$ cat src/cpu_pkg.sv
package cpu_pkg;

  typedef logic [7:0]  byte_t;
  typedef logic [15:0] addr_t;

  // register codes follow the opcode field, code 6 addresses memory through HL
  typedef logic [2:0] reg_idx_t;
  typedef logic [1:0] pair_idx_t;

  typedef logic [2:0] m_cycle_t;
  typedef logic [1:0] t_state_t;

  localparam int        T_STATES_PER_M = 4;
  localparam addr_t     RESET_PC       = 16'h0100;
  localparam int        NUM_PAIRS      = 3;
  localparam reg_idx_t  REG_IDX_HL_MEM = 3'd6;
  localparam pair_idx_t PAIR_HL        = 2'd2;

  // opcode groups in bits 7:6 and the low-field patterns of the 16-bit forms
  localparam logic [1:0] GRP_MISC       = 2'b00;
  localparam logic [1:0] GRP_LD_R_R     = 2'b01;
  localparam reg_idx_t   LOW_LD_RR_NN   = 3'b001;
  localparam reg_idx_t   LOW_INC_DEC_RR = 3'b011;
  localparam byte_t      OPC_HALT       = 8'h76;

  typedef struct packed {
    logic [1:0] grp;
    reg_idx_t   dst;
    reg_idx_t   src;
  } opcode_t;

  typedef enum logic [2:0] {
    OP_NOP,
    OP_LD_R_R,
    OP_LD_R_N,
    OP_LD_R_HL,
    OP_LD_HL_R,
    OP_LD_HL_N,
    OP_LD_RR_NN,
    OP_INC_DEC_RR
  } op_class_t;

  typedef enum logic [2:0] {
    FETCH,
    OPERAND_LO,
    OPERAND_HI,
    MEM_ACCESS,
    INTERNAL
  } seq_state_t;

  typedef struct packed {
    op_class_t op_class;
    reg_idx_t  dst_idx;
    reg_idx_t  src_idx;
    pair_idx_t pair_idx;
    logic      is_dec;
    m_cycle_t  m_cycles;
  } decoded_op_t;

  typedef struct packed {
    logic      byte_en;
    reg_idx_t  byte_idx;
    byte_t     byte_data;
    logic      word_en;
    pair_idx_t word_idx;
    addr_t     word_data;
  } reg_wr_req_t;

  typedef struct packed {
    logic hi_en;
    logic lo_en;
    logic word_en;
  } pair_we_t;

endpackage
$ cat src/cpu_core.sv
module cpu_core (
  input  logic           i_clk,
  input  logic           i_rst,
  input  cpu_pkg::byte_t i_mem_rd_data,
  output cpu_pkg::addr_t o_mem_rd_addr,
  output logic           o_mem_wr_en,
  output cpu_pkg::addr_t o_mem_wr_addr,
  output cpu_pkg::byte_t o_mem_wr_data
);

  cpu_pkg::byte_t         ir;
  cpu_pkg::decoded_op_t   dec;
  cpu_pkg::reg_idx_t      src_idx;
  cpu_pkg::pair_idx_t     pair_idx;
  cpu_pkg::reg_wr_req_t   wr_req;
  cpu_pkg::pair_we_t      pair_we [cpu_pkg::NUM_PAIRS];
  cpu_pkg::addr_t         pairs [cpu_pkg::NUM_PAIRS];
  cpu_pkg::byte_t         src_byte;
  cpu_pkg::addr_t         hl_addr;
  cpu_pkg::addr_t         pair_adj;

  bus_sequencer u_bus_sequencer (
    .i_clk         (i_clk),
    .i_rst         (i_rst),
    .i_mem_rd_data (i_mem_rd_data),
    .i_dec         (dec),
    .i_src_byte    (src_byte),
    .i_hl_addr     (hl_addr),
    .i_pair_adj    (pair_adj),
    .o_ir          (ir),
    .o_src_idx     (src_idx),
    .o_pair_idx    (pair_idx),
    .o_wr_req      (wr_req),
    .o_mem_rd_addr (o_mem_rd_addr),
    .o_mem_wr_en   (o_mem_wr_en),
    .o_mem_wr_addr (o_mem_wr_addr),
    .o_mem_wr_data (o_mem_wr_data)
  );

  instr_decoder u_instr_decoder (
    .i_ir  (ir),
    .o_dec (dec)
  );

  reg_write_steer u_reg_write_steer (
    .i_wr_req  (wr_req),
    .o_pair_we (pair_we)
  );

  // BC, DE and HL in pair-code order
  for (genvar i = 0; i < cpu_pkg::NUM_PAIRS; i++) begin : g_pair
    reg_pair u_reg_pair (
      .i_clk   (i_clk),
      .i_rst   (i_rst),
      .i_we    (pair_we[i]),
      .i_byte  (wr_req.byte_data),
      .i_word  (wr_req.word_data),
      .o_value (pairs[i])
    );
  end

  reg_operand_unit u_reg_operand_unit (
    .i_pairs    (pairs),
    .i_src_idx  (src_idx),
    .i_pair_idx (pair_idx),
    .i_is_dec   (dec.is_dec),
    .o_src_byte (src_byte),
    .o_hl_addr  (hl_addr),
    .o_pair_adj (pair_adj)
  );

endmodule

$ cat src/bus_sequencer.sv
module bus_sequencer (
  input  logic                 i_clk,
  input  logic                 i_rst,
  input  cpu_pkg::byte_t       i_mem_rd_data,
  input  cpu_pkg::decoded_op_t i_dec,
  input  cpu_pkg::byte_t       i_src_byte,
  input  cpu_pkg::addr_t       i_hl_addr,
  input  cpu_pkg::addr_t       i_pair_adj,
  output cpu_pkg::byte_t       o_ir,
  output cpu_pkg::reg_idx_t    o_src_idx,
  output cpu_pkg::pair_idx_t   o_pair_idx,
  output cpu_pkg::reg_wr_req_t o_wr_req,
  output cpu_pkg::addr_t       o_mem_rd_addr,
  output logic                 o_mem_wr_en,
  output cpu_pkg::addr_t       o_mem_wr_addr,
  output cpu_pkg::byte_t       o_mem_wr_data
);

  cpu_pkg::seq_state_t state;
  cpu_pkg::seq_state_t next_state;
  cpu_pkg::t_state_t   t_state;
  cpu_pkg::m_cycle_t   m_cycle;
  cpu_pkg::addr_t      pc;
  cpu_pkg::addr_t      pc_next;
  cpu_pkg::byte_t      ir_q;
  cpu_pkg::byte_t      imm_lo;
  logic                t_last;
  logic                m_last;
  logic                is_store;
  logic                mem_write;

  // during fetch the decoder sees the opcode on the bus, so LD r,r' retires in one cycle
  assign o_ir = (state == cpu_pkg::FETCH) ? i_mem_rd_data : ir_q;

  assign o_src_idx  = i_dec.src_idx;
  assign o_pair_idx = i_dec.pair_idx;

  assign t_last = t_state == cpu_pkg::t_state_t'(cpu_pkg::T_STATES_PER_M - 1);
  assign m_last = m_cycle == cpu_pkg::m_cycle_t'(i_dec.m_cycles - 3'd1);

  assign is_store  = (i_dec.op_class == cpu_pkg::OP_LD_HL_R) ||
                     (i_dec.op_class == cpu_pkg::OP_LD_HL_N);
  assign mem_write = (state == cpu_pkg::MEM_ACCESS) && is_store;

  // every opcode or immediate read moves PC on by one
  assign pc_next = (state == cpu_pkg::FETCH || state == cpu_pkg::OPERAND_LO ||
                    state == cpu_pkg::OPERAND_HI) ? pc + 16'd1 : pc;

  always_comb begin
    next_state = cpu_pkg::FETCH;
    if (!m_last) begin
      case (i_dec.op_class)
        cpu_pkg::OP_LD_R_N: begin
          next_state = cpu_pkg::OPERAND_LO;
        end
        cpu_pkg::OP_LD_R_HL, cpu_pkg::OP_LD_HL_R: begin
          next_state = cpu_pkg::MEM_ACCESS;
        end
        cpu_pkg::OP_LD_HL_N: begin
          next_state = (state == cpu_pkg::FETCH) ? cpu_pkg::OPERAND_LO : cpu_pkg::MEM_ACCESS;
        end
        cpu_pkg::OP_LD_RR_NN: begin
          next_state = (state == cpu_pkg::FETCH) ? cpu_pkg::OPERAND_LO : cpu_pkg::OPERAND_HI;
        end
        cpu_pkg::OP_INC_DEC_RR: begin
          next_state = cpu_pkg::INTERNAL;
        end
        default: begin
          next_state = cpu_pkg::FETCH;
        end
      endcase
    end
  end

  // the register write is only valid in the last T3 and lands on the edge ending it
  always_comb begin
    o_wr_req           = '0;
    o_wr_req.byte_idx  = i_dec.dst_idx;
    o_wr_req.byte_data = i_src_byte;
    o_wr_req.word_idx  = i_dec.pair_idx;
    o_wr_req.word_data = i_pair_adj;
    if (t_last && m_last) begin
      case (i_dec.op_class)
        cpu_pkg::OP_LD_R_R: begin
          o_wr_req.byte_en = 1'b1;
        end
        cpu_pkg::OP_LD_R_N, cpu_pkg::OP_LD_R_HL: begin
          o_wr_req.byte_en   = 1'b1;
          o_wr_req.byte_data = i_mem_rd_data;
        end
        cpu_pkg::OP_LD_RR_NN: begin
          o_wr_req.word_en   = 1'b1;
          o_wr_req.word_data = {i_mem_rd_data, imm_lo};
        end
        cpu_pkg::OP_INC_DEC_RR: begin
          o_wr_req.word_en = 1'b1;
        end
        default: begin
          o_wr_req.byte_en = 1'b0;
        end
      endcase
    end
  end

  // reset parks the machine at the end of an idle cycle, so the first edge starts the fetch
  always_ff @(posedge i_clk or posedge i_rst) begin
    if (i_rst) begin
      state         <= cpu_pkg::INTERNAL;
      t_state       <= cpu_pkg::t_state_t'(cpu_pkg::T_STATES_PER_M - 1);
      m_cycle       <= '0;
      pc            <= cpu_pkg::RESET_PC;
      ir_q          <= '0;
      o_mem_rd_addr <= '0;
      o_mem_wr_en   <= 1'b0;
      o_mem_wr_addr <= '0;
      o_mem_wr_data <= '0;
    end else begin
      t_state     <= t_last ? '0 : t_state + 2'd1;
      o_mem_wr_en <= mem_write &&
                     (t_state == cpu_pkg::t_state_t'(cpu_pkg::T_STATES_PER_M - 2));
      if (t_last) begin
        state   <= next_state;
        pc      <= pc_next;
        m_cycle <= m_last ? '0 : m_cycle + 3'd1;
        if (state == cpu_pkg::FETCH) begin
          ir_q <= i_mem_rd_data;
        end
        case (next_state)
          cpu_pkg::FETCH, cpu_pkg::OPERAND_LO, cpu_pkg::OPERAND_HI: begin
            o_mem_rd_addr <= pc_next;
          end
          cpu_pkg::MEM_ACCESS: begin
            if (is_store) begin
              o_mem_wr_addr <= i_hl_addr;
              // LD (HL),n arrives here from its operand cycle with n still on the bus
              o_mem_wr_data <= (i_dec.op_class == cpu_pkg::OP_LD_HL_N) ?
                               i_mem_rd_data : i_src_byte;
            end else begin
              o_mem_rd_addr <= i_hl_addr;
            end
          end
          default: begin
            o_mem_rd_addr <= o_mem_rd_addr;
          end
        endcase
      end
    end
  end

  always_ff @(posedge i_clk) begin
    if (t_last && state == cpu_pkg::OPERAND_LO) begin
      imm_lo <= i_mem_rd_data;
    end
  end

endmodule

$ cat src/reg_operand_unit.sv
module reg_operand_unit (
  input  cpu_pkg::addr_t     i_pairs [cpu_pkg::NUM_PAIRS],
  input  cpu_pkg::reg_idx_t  i_src_idx,
  input  cpu_pkg::pair_idx_t i_pair_idx,
  input  logic               i_is_dec,
  output cpu_pkg::byte_t     o_src_byte,
  output cpu_pkg::addr_t     o_hl_addr,
  output cpu_pkg::addr_t     o_pair_adj
);

  cpu_pkg::addr_t src_word;
  cpu_pkg::addr_t sel_word;

  // codes past the last pair read as zero
  always_comb begin
    src_word = '0;
    sel_word = '0;
    for (int p = 0; p < cpu_pkg::NUM_PAIRS; p++) begin
      if (i_src_idx[2:1] == cpu_pkg::pair_idx_t'(p)) begin
        src_word = i_pairs[p];
      end
      if (i_pair_idx == cpu_pkg::pair_idx_t'(p)) begin
        sel_word = i_pairs[p];
      end
    end
  end

  assign o_src_byte = i_src_idx[0] ? src_word[7:0] : src_word[15:8];
  assign o_hl_addr  = i_pairs[cpu_pkg::PAIR_HL];

  // wraps at 16 bits with no flags
  assign o_pair_adj = i_is_dec ? sel_word - 16'd1 : sel_word + 16'd1;

endmodule

$ cat src/reg_pair.sv
module reg_pair (
  input  logic              i_clk,
  input  logic              i_rst,
  input  cpu_pkg::pair_we_t i_we,
  input  cpu_pkg::byte_t    i_byte,
  input  cpu_pkg::addr_t    i_word,
  output cpu_pkg::addr_t    o_value
);

  always_ff @(posedge i_clk or posedge i_rst) begin
    if (i_rst) begin
      o_value <= '0;
    end else if (i_we.word_en) begin
      o_value <= i_word;
    end else begin
      if (i_we.hi_en) begin
        o_value[15:8] <= i_byte;
      end
      if (i_we.lo_en) begin
        o_value[7:0] <= i_byte;
      end
    end
  end

endmodule

$ cat src/reg_write_steer.sv
module reg_write_steer (
  input  cpu_pkg::reg_wr_req_t i_wr_req,
  output cpu_pkg::pair_we_t    o_pair_we [cpu_pkg::NUM_PAIRS]
);

  cpu_pkg::pair_idx_t byte_pair;
  logic               byte_lo;

  // even codes name the high byte of a pair, odd codes the low byte
  assign byte_pair = i_wr_req.byte_idx[2:1];
  assign byte_lo   = i_wr_req.byte_idx[0];

  always_comb begin
    for (int p = 0; p < cpu_pkg::NUM_PAIRS; p++) begin
      o_pair_we[p].hi_en   = i_wr_req.byte_en && !byte_lo &&
                             (byte_pair == cpu_pkg::pair_idx_t'(p));
      o_pair_we[p].lo_en   = i_wr_req.byte_en && byte_lo &&
                             (byte_pair == cpu_pkg::pair_idx_t'(p));
      o_pair_we[p].word_en = i_wr_req.word_en &&
                             (i_wr_req.word_idx == cpu_pkg::pair_idx_t'(p));
    end
  end

endmodule

$ cat src/instr_decoder.sv
module instr_decoder (
  input  cpu_pkg::byte_t       i_ir,
  output cpu_pkg::decoded_op_t o_dec
);

  cpu_pkg::opcode_t   op;
  cpu_pkg::pair_idx_t pair;
  logic               dst_ok;
  logic               src_ok;
  logic               pair_ok;

  assign op   = i_ir;
  assign pair = op.dst[2:1];

  // code 7 named the accumulator and pair code 3 the stack pointer, both absent here
  assign dst_ok  = ~&op.dst;
  assign src_ok  = ~&op.src;
  assign pair_ok = pair < cpu_pkg::NUM_PAIRS;

  always_comb begin
    o_dec.op_class = cpu_pkg::OP_NOP;
    o_dec.dst_idx  = op.dst;
    o_dec.src_idx  = op.src;
    o_dec.pair_idx = pair;
    o_dec.is_dec   = op.dst[0];
    o_dec.m_cycles = 3'd1;
    case (op.grp)
      cpu_pkg::GRP_LD_R_R: begin
        if (dst_ok && src_ok && i_ir != cpu_pkg::OPC_HALT) begin
          if (op.dst == cpu_pkg::REG_IDX_HL_MEM) begin
            o_dec.op_class = cpu_pkg::OP_LD_HL_R;
            o_dec.m_cycles = 3'd2;
          end else if (op.src == cpu_pkg::REG_IDX_HL_MEM) begin
            o_dec.op_class = cpu_pkg::OP_LD_R_HL;
            o_dec.m_cycles = 3'd2;
          end else begin
            o_dec.op_class = cpu_pkg::OP_LD_R_R;
          end
        end
      end
      cpu_pkg::GRP_MISC: begin
        if (op.src == cpu_pkg::REG_IDX_HL_MEM && dst_ok) begin
          if (op.dst == cpu_pkg::REG_IDX_HL_MEM) begin
            o_dec.op_class = cpu_pkg::OP_LD_HL_N;
            o_dec.m_cycles = 3'd3;
          end else begin
            o_dec.op_class = cpu_pkg::OP_LD_R_N;
            o_dec.m_cycles = 3'd2;
          end
        end else if (pair_ok && op.src == cpu_pkg::LOW_LD_RR_NN && !op.dst[0]) begin
          // bit 3 set here would be ADD HL,rr
          o_dec.op_class = cpu_pkg::OP_LD_RR_NN;
          o_dec.m_cycles = 3'd3;
        end else if (pair_ok && op.src == cpu_pkg::LOW_INC_DEC_RR) begin
          o_dec.op_class = cpu_pkg::OP_INC_DEC_RR;
          o_dec.m_cycles = 3'd2;
        end
      end
      default: begin
        o_dec.op_class = cpu_pkg::OP_NOP;
      end
    endcase
  end

endmodule

$ cat config.mk
export PLATFORM = sky130hd
export DESIGN_NAME = cpu_core
export DESIGN_NICKNAME = d
export VERILOG_FILES = /design/src/cpu_pkg.sv /design/src/cpu_core.sv /design/src/bus_sequencer.sv /design/src/reg_operand_unit.sv /design/src/reg_pair.sv /design/src/reg_write_steer.sv /design/src/instr_decoder.sv
export SDC_FILE = /design/constraint.sdc
export NUM_CORES = 1
export LEC_CHECK = 0
export ABC_AREA = 0
export BUFFER_PORTS_ARGS = -buffer_cell sky130_fd_sc_hd__buf_2
export CAP_MARGIN = 30
export CORE_ASPECT_RATIO = 0.8
export CORE_MARGIN = 2
export CORE_UTILIZATION = 55
export CTS_BUF_LIST = sky130_fd_sc_hd__clkbuf_4 sky130_fd_sc_hd__clkbuf_8 sky130_fd_sc_hd__clkbuf_16
export CTS_CLUSTER_SIZE = 25
export DETAILED_ROUTE_END_ITERATION = 8
export MAX_ROUTING_LAYER = met4
export PLACE_DENSITY = 0.85
export SYNTH_ARGS = -nofsm -noshare
export SYNTH_HDL_FRONTEND = slang
export SYNTH_HIERARCHICAL = 1
export SYNTH_SLANG_ARGS = --single-unit
$ cat constraint.sdc
create_clock -name i_clk -period 9.9 [get_ports i_clk]
set_clock_uncertainty 0.2 [all_clocks]
set_input_delay 0.495 -clock i_clk [delete_from_list [all_inputs] [get_ports i_clk]]
set_output_delay 0.495 -clock i_clk [all_outputs]
set_load 0.01 [all_outputs]
; ---- Word level (Yosys, flattened, before mapping)
; Cells that the tools add are included.
[classes]
n_addsub = 6
n_lt_le_gt_ge = 1
n_eq_ne = 27
n_mux = 51
reduce_logical = 48
[ops]
columns = cell, n
row1 = 2-to-1 mux 16 bit, 14
row2 = 2-to-1 mux 8 bit, 10
row3 = 2-to-1 mux 3 bit, 12
row4 = "adder 16 x 1 -> 16 bit, second input constant", 2
row5 = one-hot mux 16 bit (2 select lines), 1
row6 = "equality test 3 x 2 -> 1 bit, second input constant", 7
row7 = logical AND 1 bit, 21
row8 = "equality test 3 bit, second input constant", 6
row9 = "subtractor 16 x 1 -> 16 bit, second input constant", 1
row10 = one-hot mux 3 bit (5 select lines), 1
row11 = nonzero test 2 bit, 7
row12 = "equality test 3 x 1 -> 1 bit, second input constant", 4
row13 = 2-to-1 mux 2 bit, 6
row14 = one-hot mux 3 bit (2 select lines), 2
row15 = AND reduction 3 bit, 4
row16 = 2-to-1 mux 9 bit, 1
row17 = "equality test 2 bit, second input constant", 4
row18 = "!= test 8 x 7 -> 1 bit, second input constant", 1
row19 = "equality test 2 x 1 -> 1 bit, second input constant", 3
row20 = zero test 2 bit, 3
row21 = zero test 3 bit, 2
row22 = OR reduction 2 bit, 3
row23 = OR reduction 3 bit, 2
row24 = 2-to-1 mux 1 bit, 4
row25 = 8 further kinds, 12
[totals]
register_bits = 129
in_bits = 10
output_inout_bits = 41
wordCells = 149

; ---- Longest topological paths before layout
[logic_depth]
word_depth = 16
mapped_depth = 21
mapped_depth_nobuf = 15

; ---- By module
; The synthesis kept the hierarchy.
[by_module_without_submodules]
columns = module, n_inst, cells_per_inst, area_per_inst_um2, seq_area_each_um2
row1 = bus_sequencer, 1, 409, 4331.7, 2072.0
row2 = reg_pair, 3, 70, 745.7, 400.4
row3 = reg_operand_unit, 1, 242, 1654.1, 0.0
row4 = instr_decoder, 1, 38, 264.0, 0.0
row5 = reg_write_steer, 1, 9, 100.1, 0.0

; ---- Worst setup path after synthesis
; Ideal clock, no wire load.
[synth_timing]
kind = reg-to-reg
start = register u_bus_sequencer.state[1]
end = register g_pair[0].u_reg_pair.o_value[8]
arrival_ns = 4.346
setup_slack_ns = 5.218
path_stages_with_launch = 19
n_path_buf = 4
synth_period_minus_slack_ns = 4.682
cell_sequence = dfrtp_1 > buf_2 > nor3_1 > clkbuf_1 > mux2_2 > and2_1 > nor4b_2 > a2111oi_1 > a211oi_2 > inv_1 > ha_1 > xnor2_1 > or3_4 > buf_6 > nor4_1 > nor4b_2 > buf_6 > mux2i_1 > o21ai_1
[synth_lines]
columns = element, line
row1 = from (decl), bus_sequencer.sv:19  ; cpu_pkg::seq_state_t state;
row2 = from (signal assigned), bus_sequencer.sv:108  ; state <= cpu_pkg::INTERNAL;
row3 = from (signal assigned), bus_sequencer.sv:122  ; state <= next_state;
row4 = to (signal assigned), reg_pair.sv:14  ; o_value <= i_word;
row5 = to (signal assigned), reg_pair.sv:17  ; o_value[15:8] <= i_byte;
row6 = to (decl), reg_pair.sv:7  ; output cpu_pkg::addr_t o_value

==> reports/qor.yml <==
layout:
  drive_gt1_share_pct: 19.1
  nFillCells: 1194
  diodes: 0
  fin_nets: 931
  syn_to_final_growth_pct: 8.36
  utilization_pct: 61.4
grt:
  grt_pass1_vias: 6905
  grtUsageTotal_pct: 31.3
  grt_max_degree: 48
  grt_pass1_wl_mm: 38.3
  grt-ovfl-total: 0
  antenna_found_initial: 0
run:
  drv.max_cap_violation_count: 0
pwr:
  peakVddDrop_mv: 0.132
  p_total_mw: 2.38
  p_leak_nw: 4.16
  power_density_mw_per_mm2: 256
timing:
  holdWs_ns: 0.154
  fin_crit_ns: 5.49
  slew_headroom_pct: 32.2
  finalSetupTns_ns: 0
  slew_viol_final: 0
  report.final.setup_viol: 0
  finalHoldViolations: 0
  fmax_ghz: 0.182
  rsz0062_at_grt: "false"
  tightest_slew_ns: 1.01
  period_share_pct: 55.5
yosys:
  ys_seq_elements: 129
  yosys_warnings: 6
  synth_area_leaders: "dfrtp_1 (34%), mux2i_1 (11%), mux2_2 (6.4%)"
  synthArstFlopShare_pct: 93.8
  syn_area_mm2: 0.00859
  seq_area_frac_synth_pct: 38.1
  synth_edf_count: 8
  synthFlopType: "dfrtp_1"
  yosysTopAreaCellShare_pct: 34.1
  syn_nets: 939
  yosys.cell_types.count: 72
  syn_avg_cell_area_um2: 9.46
  synth_cells: 908
  yosysTopAreaCell: "dfrtp_1"
worst_setup_path:
  cp_cell_sequence: "nor3_1 -> buf_4 -> mux2_2 -> and2_1 -> nor4b_2 -> a2111oi_1 -> a211oi_2 -> inv_1 -> ha_1 -> xnor2_1 -> or3_4 -> nor4_1 -> and4bb_2 -> mux2i_1 -> o21ai_1"
  crit_type: "reg2reg"
  critPathSlowestCell: "mux2_2"
  cp.required_ns: 9.98
  cp-end-kind: "flop"
  critical-path-max-stage-delay_ns: 0.79
  crit_fanout: 31
  cp-start-kind: "flop"
  crit_arrival_ns: 5.58
cts:
  clk_latency_ns: 0.43
  ctsResizeCount: 0
  clockRootBuffer: "clkbuf_16"
  h-tree-depth: 4
  cts_tree: "built"
  cts_num_sinks: 129
  numCtsBuffers: 17
  clockBufferDepth: 2
  clk_pin_slew_ns: 0.06
detailed_routing:
  drc: 0
  wl_per_cell_um: 21.7
  vias_per_cell: 6.41
  vias: 7197
  drtIter0Drc: 863
  route.antenna.remaining_nets: 0
  drtPass1Iterations: 6
  finalWirelength_mm: 24.4
floorplan:
  die_w_um: 144
  pin_count: 51
  fp.dieH_um: 116
  coreArea_mm2: 0.0152
  die-area_mm2: 0.0166
  rows: 40
  start_util_pct: 56.6
place:
  portBuffers: 50
  place_congestion: 0.962
  post-dp-hpwl_mm: 16.4
status:
  status: "complete, no violations"
worst_hold_path:
  hp-class: "in2reg"
## power breakdown
part           internal, mW  switching [mW]
clock network         0.425           0.245
logic                 0.364           0.612
registers             0.632           0.106
total                  1.42           0.963
## metal layers
layer	routed length, um	track usage (%)	vias up	part of all wire (%)
met3	2530	9.46	98	10
met5	0	-	-	0
met4	956	13.0	0	3.9
met1	10200	41.5	3459	42
li1	-	-	3171	-
met2	10700	44.8	469	44
## through the flow
stage	cell area (um^2)	setup WS (ns)	instances
floorplan	8590	5.22	908
global route	9310	4.08	1123
detailed placement	8660	4.60	1090
finish	9310	4.41	1123
CTS	9310	4.56	1123
global placement	8620	4.69	1087
## final timing paths
check | end | cells after the start | start | slack [ns]
setup / recovery | g_pair[0].u_reg_pair/o_value[4]$_DFFE_PP0P_ | 15 | u_bus_sequencer/state[2]$_DFFE_PP1P_ | 4.41
hold / removal | u_bus_sequencer/imm_lo[1]$_DFFE_PP_ | 1 | i_mem_rd_data[1] | 0.15
setup reg to reg | g_pair[0].u_reg_pair/o_value[4]$_DFFE_PP0P_ | 15 | u_bus_sequencer/state[2]$_DFFE_PP1P_ | 4.41
hold reg to reg | u_bus_sequencer/o_mem_rd_addr[13]$_DFFE_PP0P_ | 2 | u_bus_sequencer/o_mem_rd_addr[13]$_DFFE_PP0P_ | 0.27
max in group asynchronous | u_bus_sequencer/o_mem_wr_addr[0]$_DFFE_PP0P_ | 4 | i_rst | 7.93
min in group asynchronous | u_bus_sequencer/o_mem_wr_data[1]$_DFFE_PP0P_ | 3 | i_rst | 0.54
## cell usage in the layout, fill, tap and decap left out, drive strengths merged, types with 6 or more instances in the layout
cell    synthesis  final
xnor2          26     26
mux2           49     49
inv            19     20
edfxtp          8      8
nor4            7      7
nor2           73     73
a211oi         10     10
nor3           18     18
nand4          12     12
nand3          11     11
clkbuf         24     21
o21ai          83     83
clkinv          1      7
mux2i          98     98
dfrtp         117    117
nand2         107    107
and3            6      6
xor2           17     17
a21o            6      6
buf            67     63
ha             20     20
a21oi          46     46
## area by class of cell
type                       instances  area, um^2  area share, %
tap                              210         263           2.82
timing repair buffer              64         377           4.05
sequential                       129        3270           35.2
clock buffer                      21         479           5.15
inverter                          20        75.1          0.807
clock inverter                    11         153           1.64
multi-input combinational        668        4690           50.4
## kinds of logic after synthesis
logic type | synth area share [%]
AND/OR/NAND/NOR | 15.7
XOR/XNOR | 4.66
AO/OA/AOI/OAI | 12.9
buffers and inverters | 7.55
flip-flops | 38.1
adder cells (fa/ha/maj) | 3.15
multiplexers | 17.8
other | 0.0437
## registers in the layout (all words and copies together), names as in the netlist
name,flops
u_bus_sequencer/state,3
u_bus_sequencer/m_cycle,3
u_bus_sequencer/o_mem_wr_en,1
u_bus_sequencer/imm_lo,8
u_bus_sequencer/o_mem_wr_addr,16
u_bus_sequencer/o_mem_wr_data,8
g_pair.u_reg_pair/o_value,48
u_bus_sequencer/ir_q,8
u_bus_sequencer/t_state,2
u_bus_sequencer/o_mem_rd_addr,16
u_bus_sequencer/pc,16
## critical path: cells and delay by family (launching register included)
kind            cells  cell delay, ns
compound gates      3            0.63
xor+xnor            1            0.14
fa+ha+maj           1            0.23
buf+inv             2            0.26
flops               1            0.60
mux                 2            1.05
simple gates        6            2.22
## synthesized netlist by cell type, types with 8 or more instances
cell	n
ha_1	20
xor2_1	17
nand2_1	106
nand4_1	12
xnor2_1	26
o21ai_0	34
a211oi_1	9
mux2i_1	98
edfxtp_1	8
clkbuf_1	23
nor2_1	73
dfrtp_1	117
buf_6	10
inv_1	19
nand3_1	11
nor3_1	16
a21oi_1	45
buf_2	16
buf_4	36
o21ai_1	46
mux2_2	49
## what timing repair did
| action | in CTS | in global routing |
|---|---|---|
| hold buffers | 1 | 0 |
| buffers inserted | 0 | 0 |
| hold endpoints to repair | 22 | 0 |
Power figures use the tool's default switching activity.
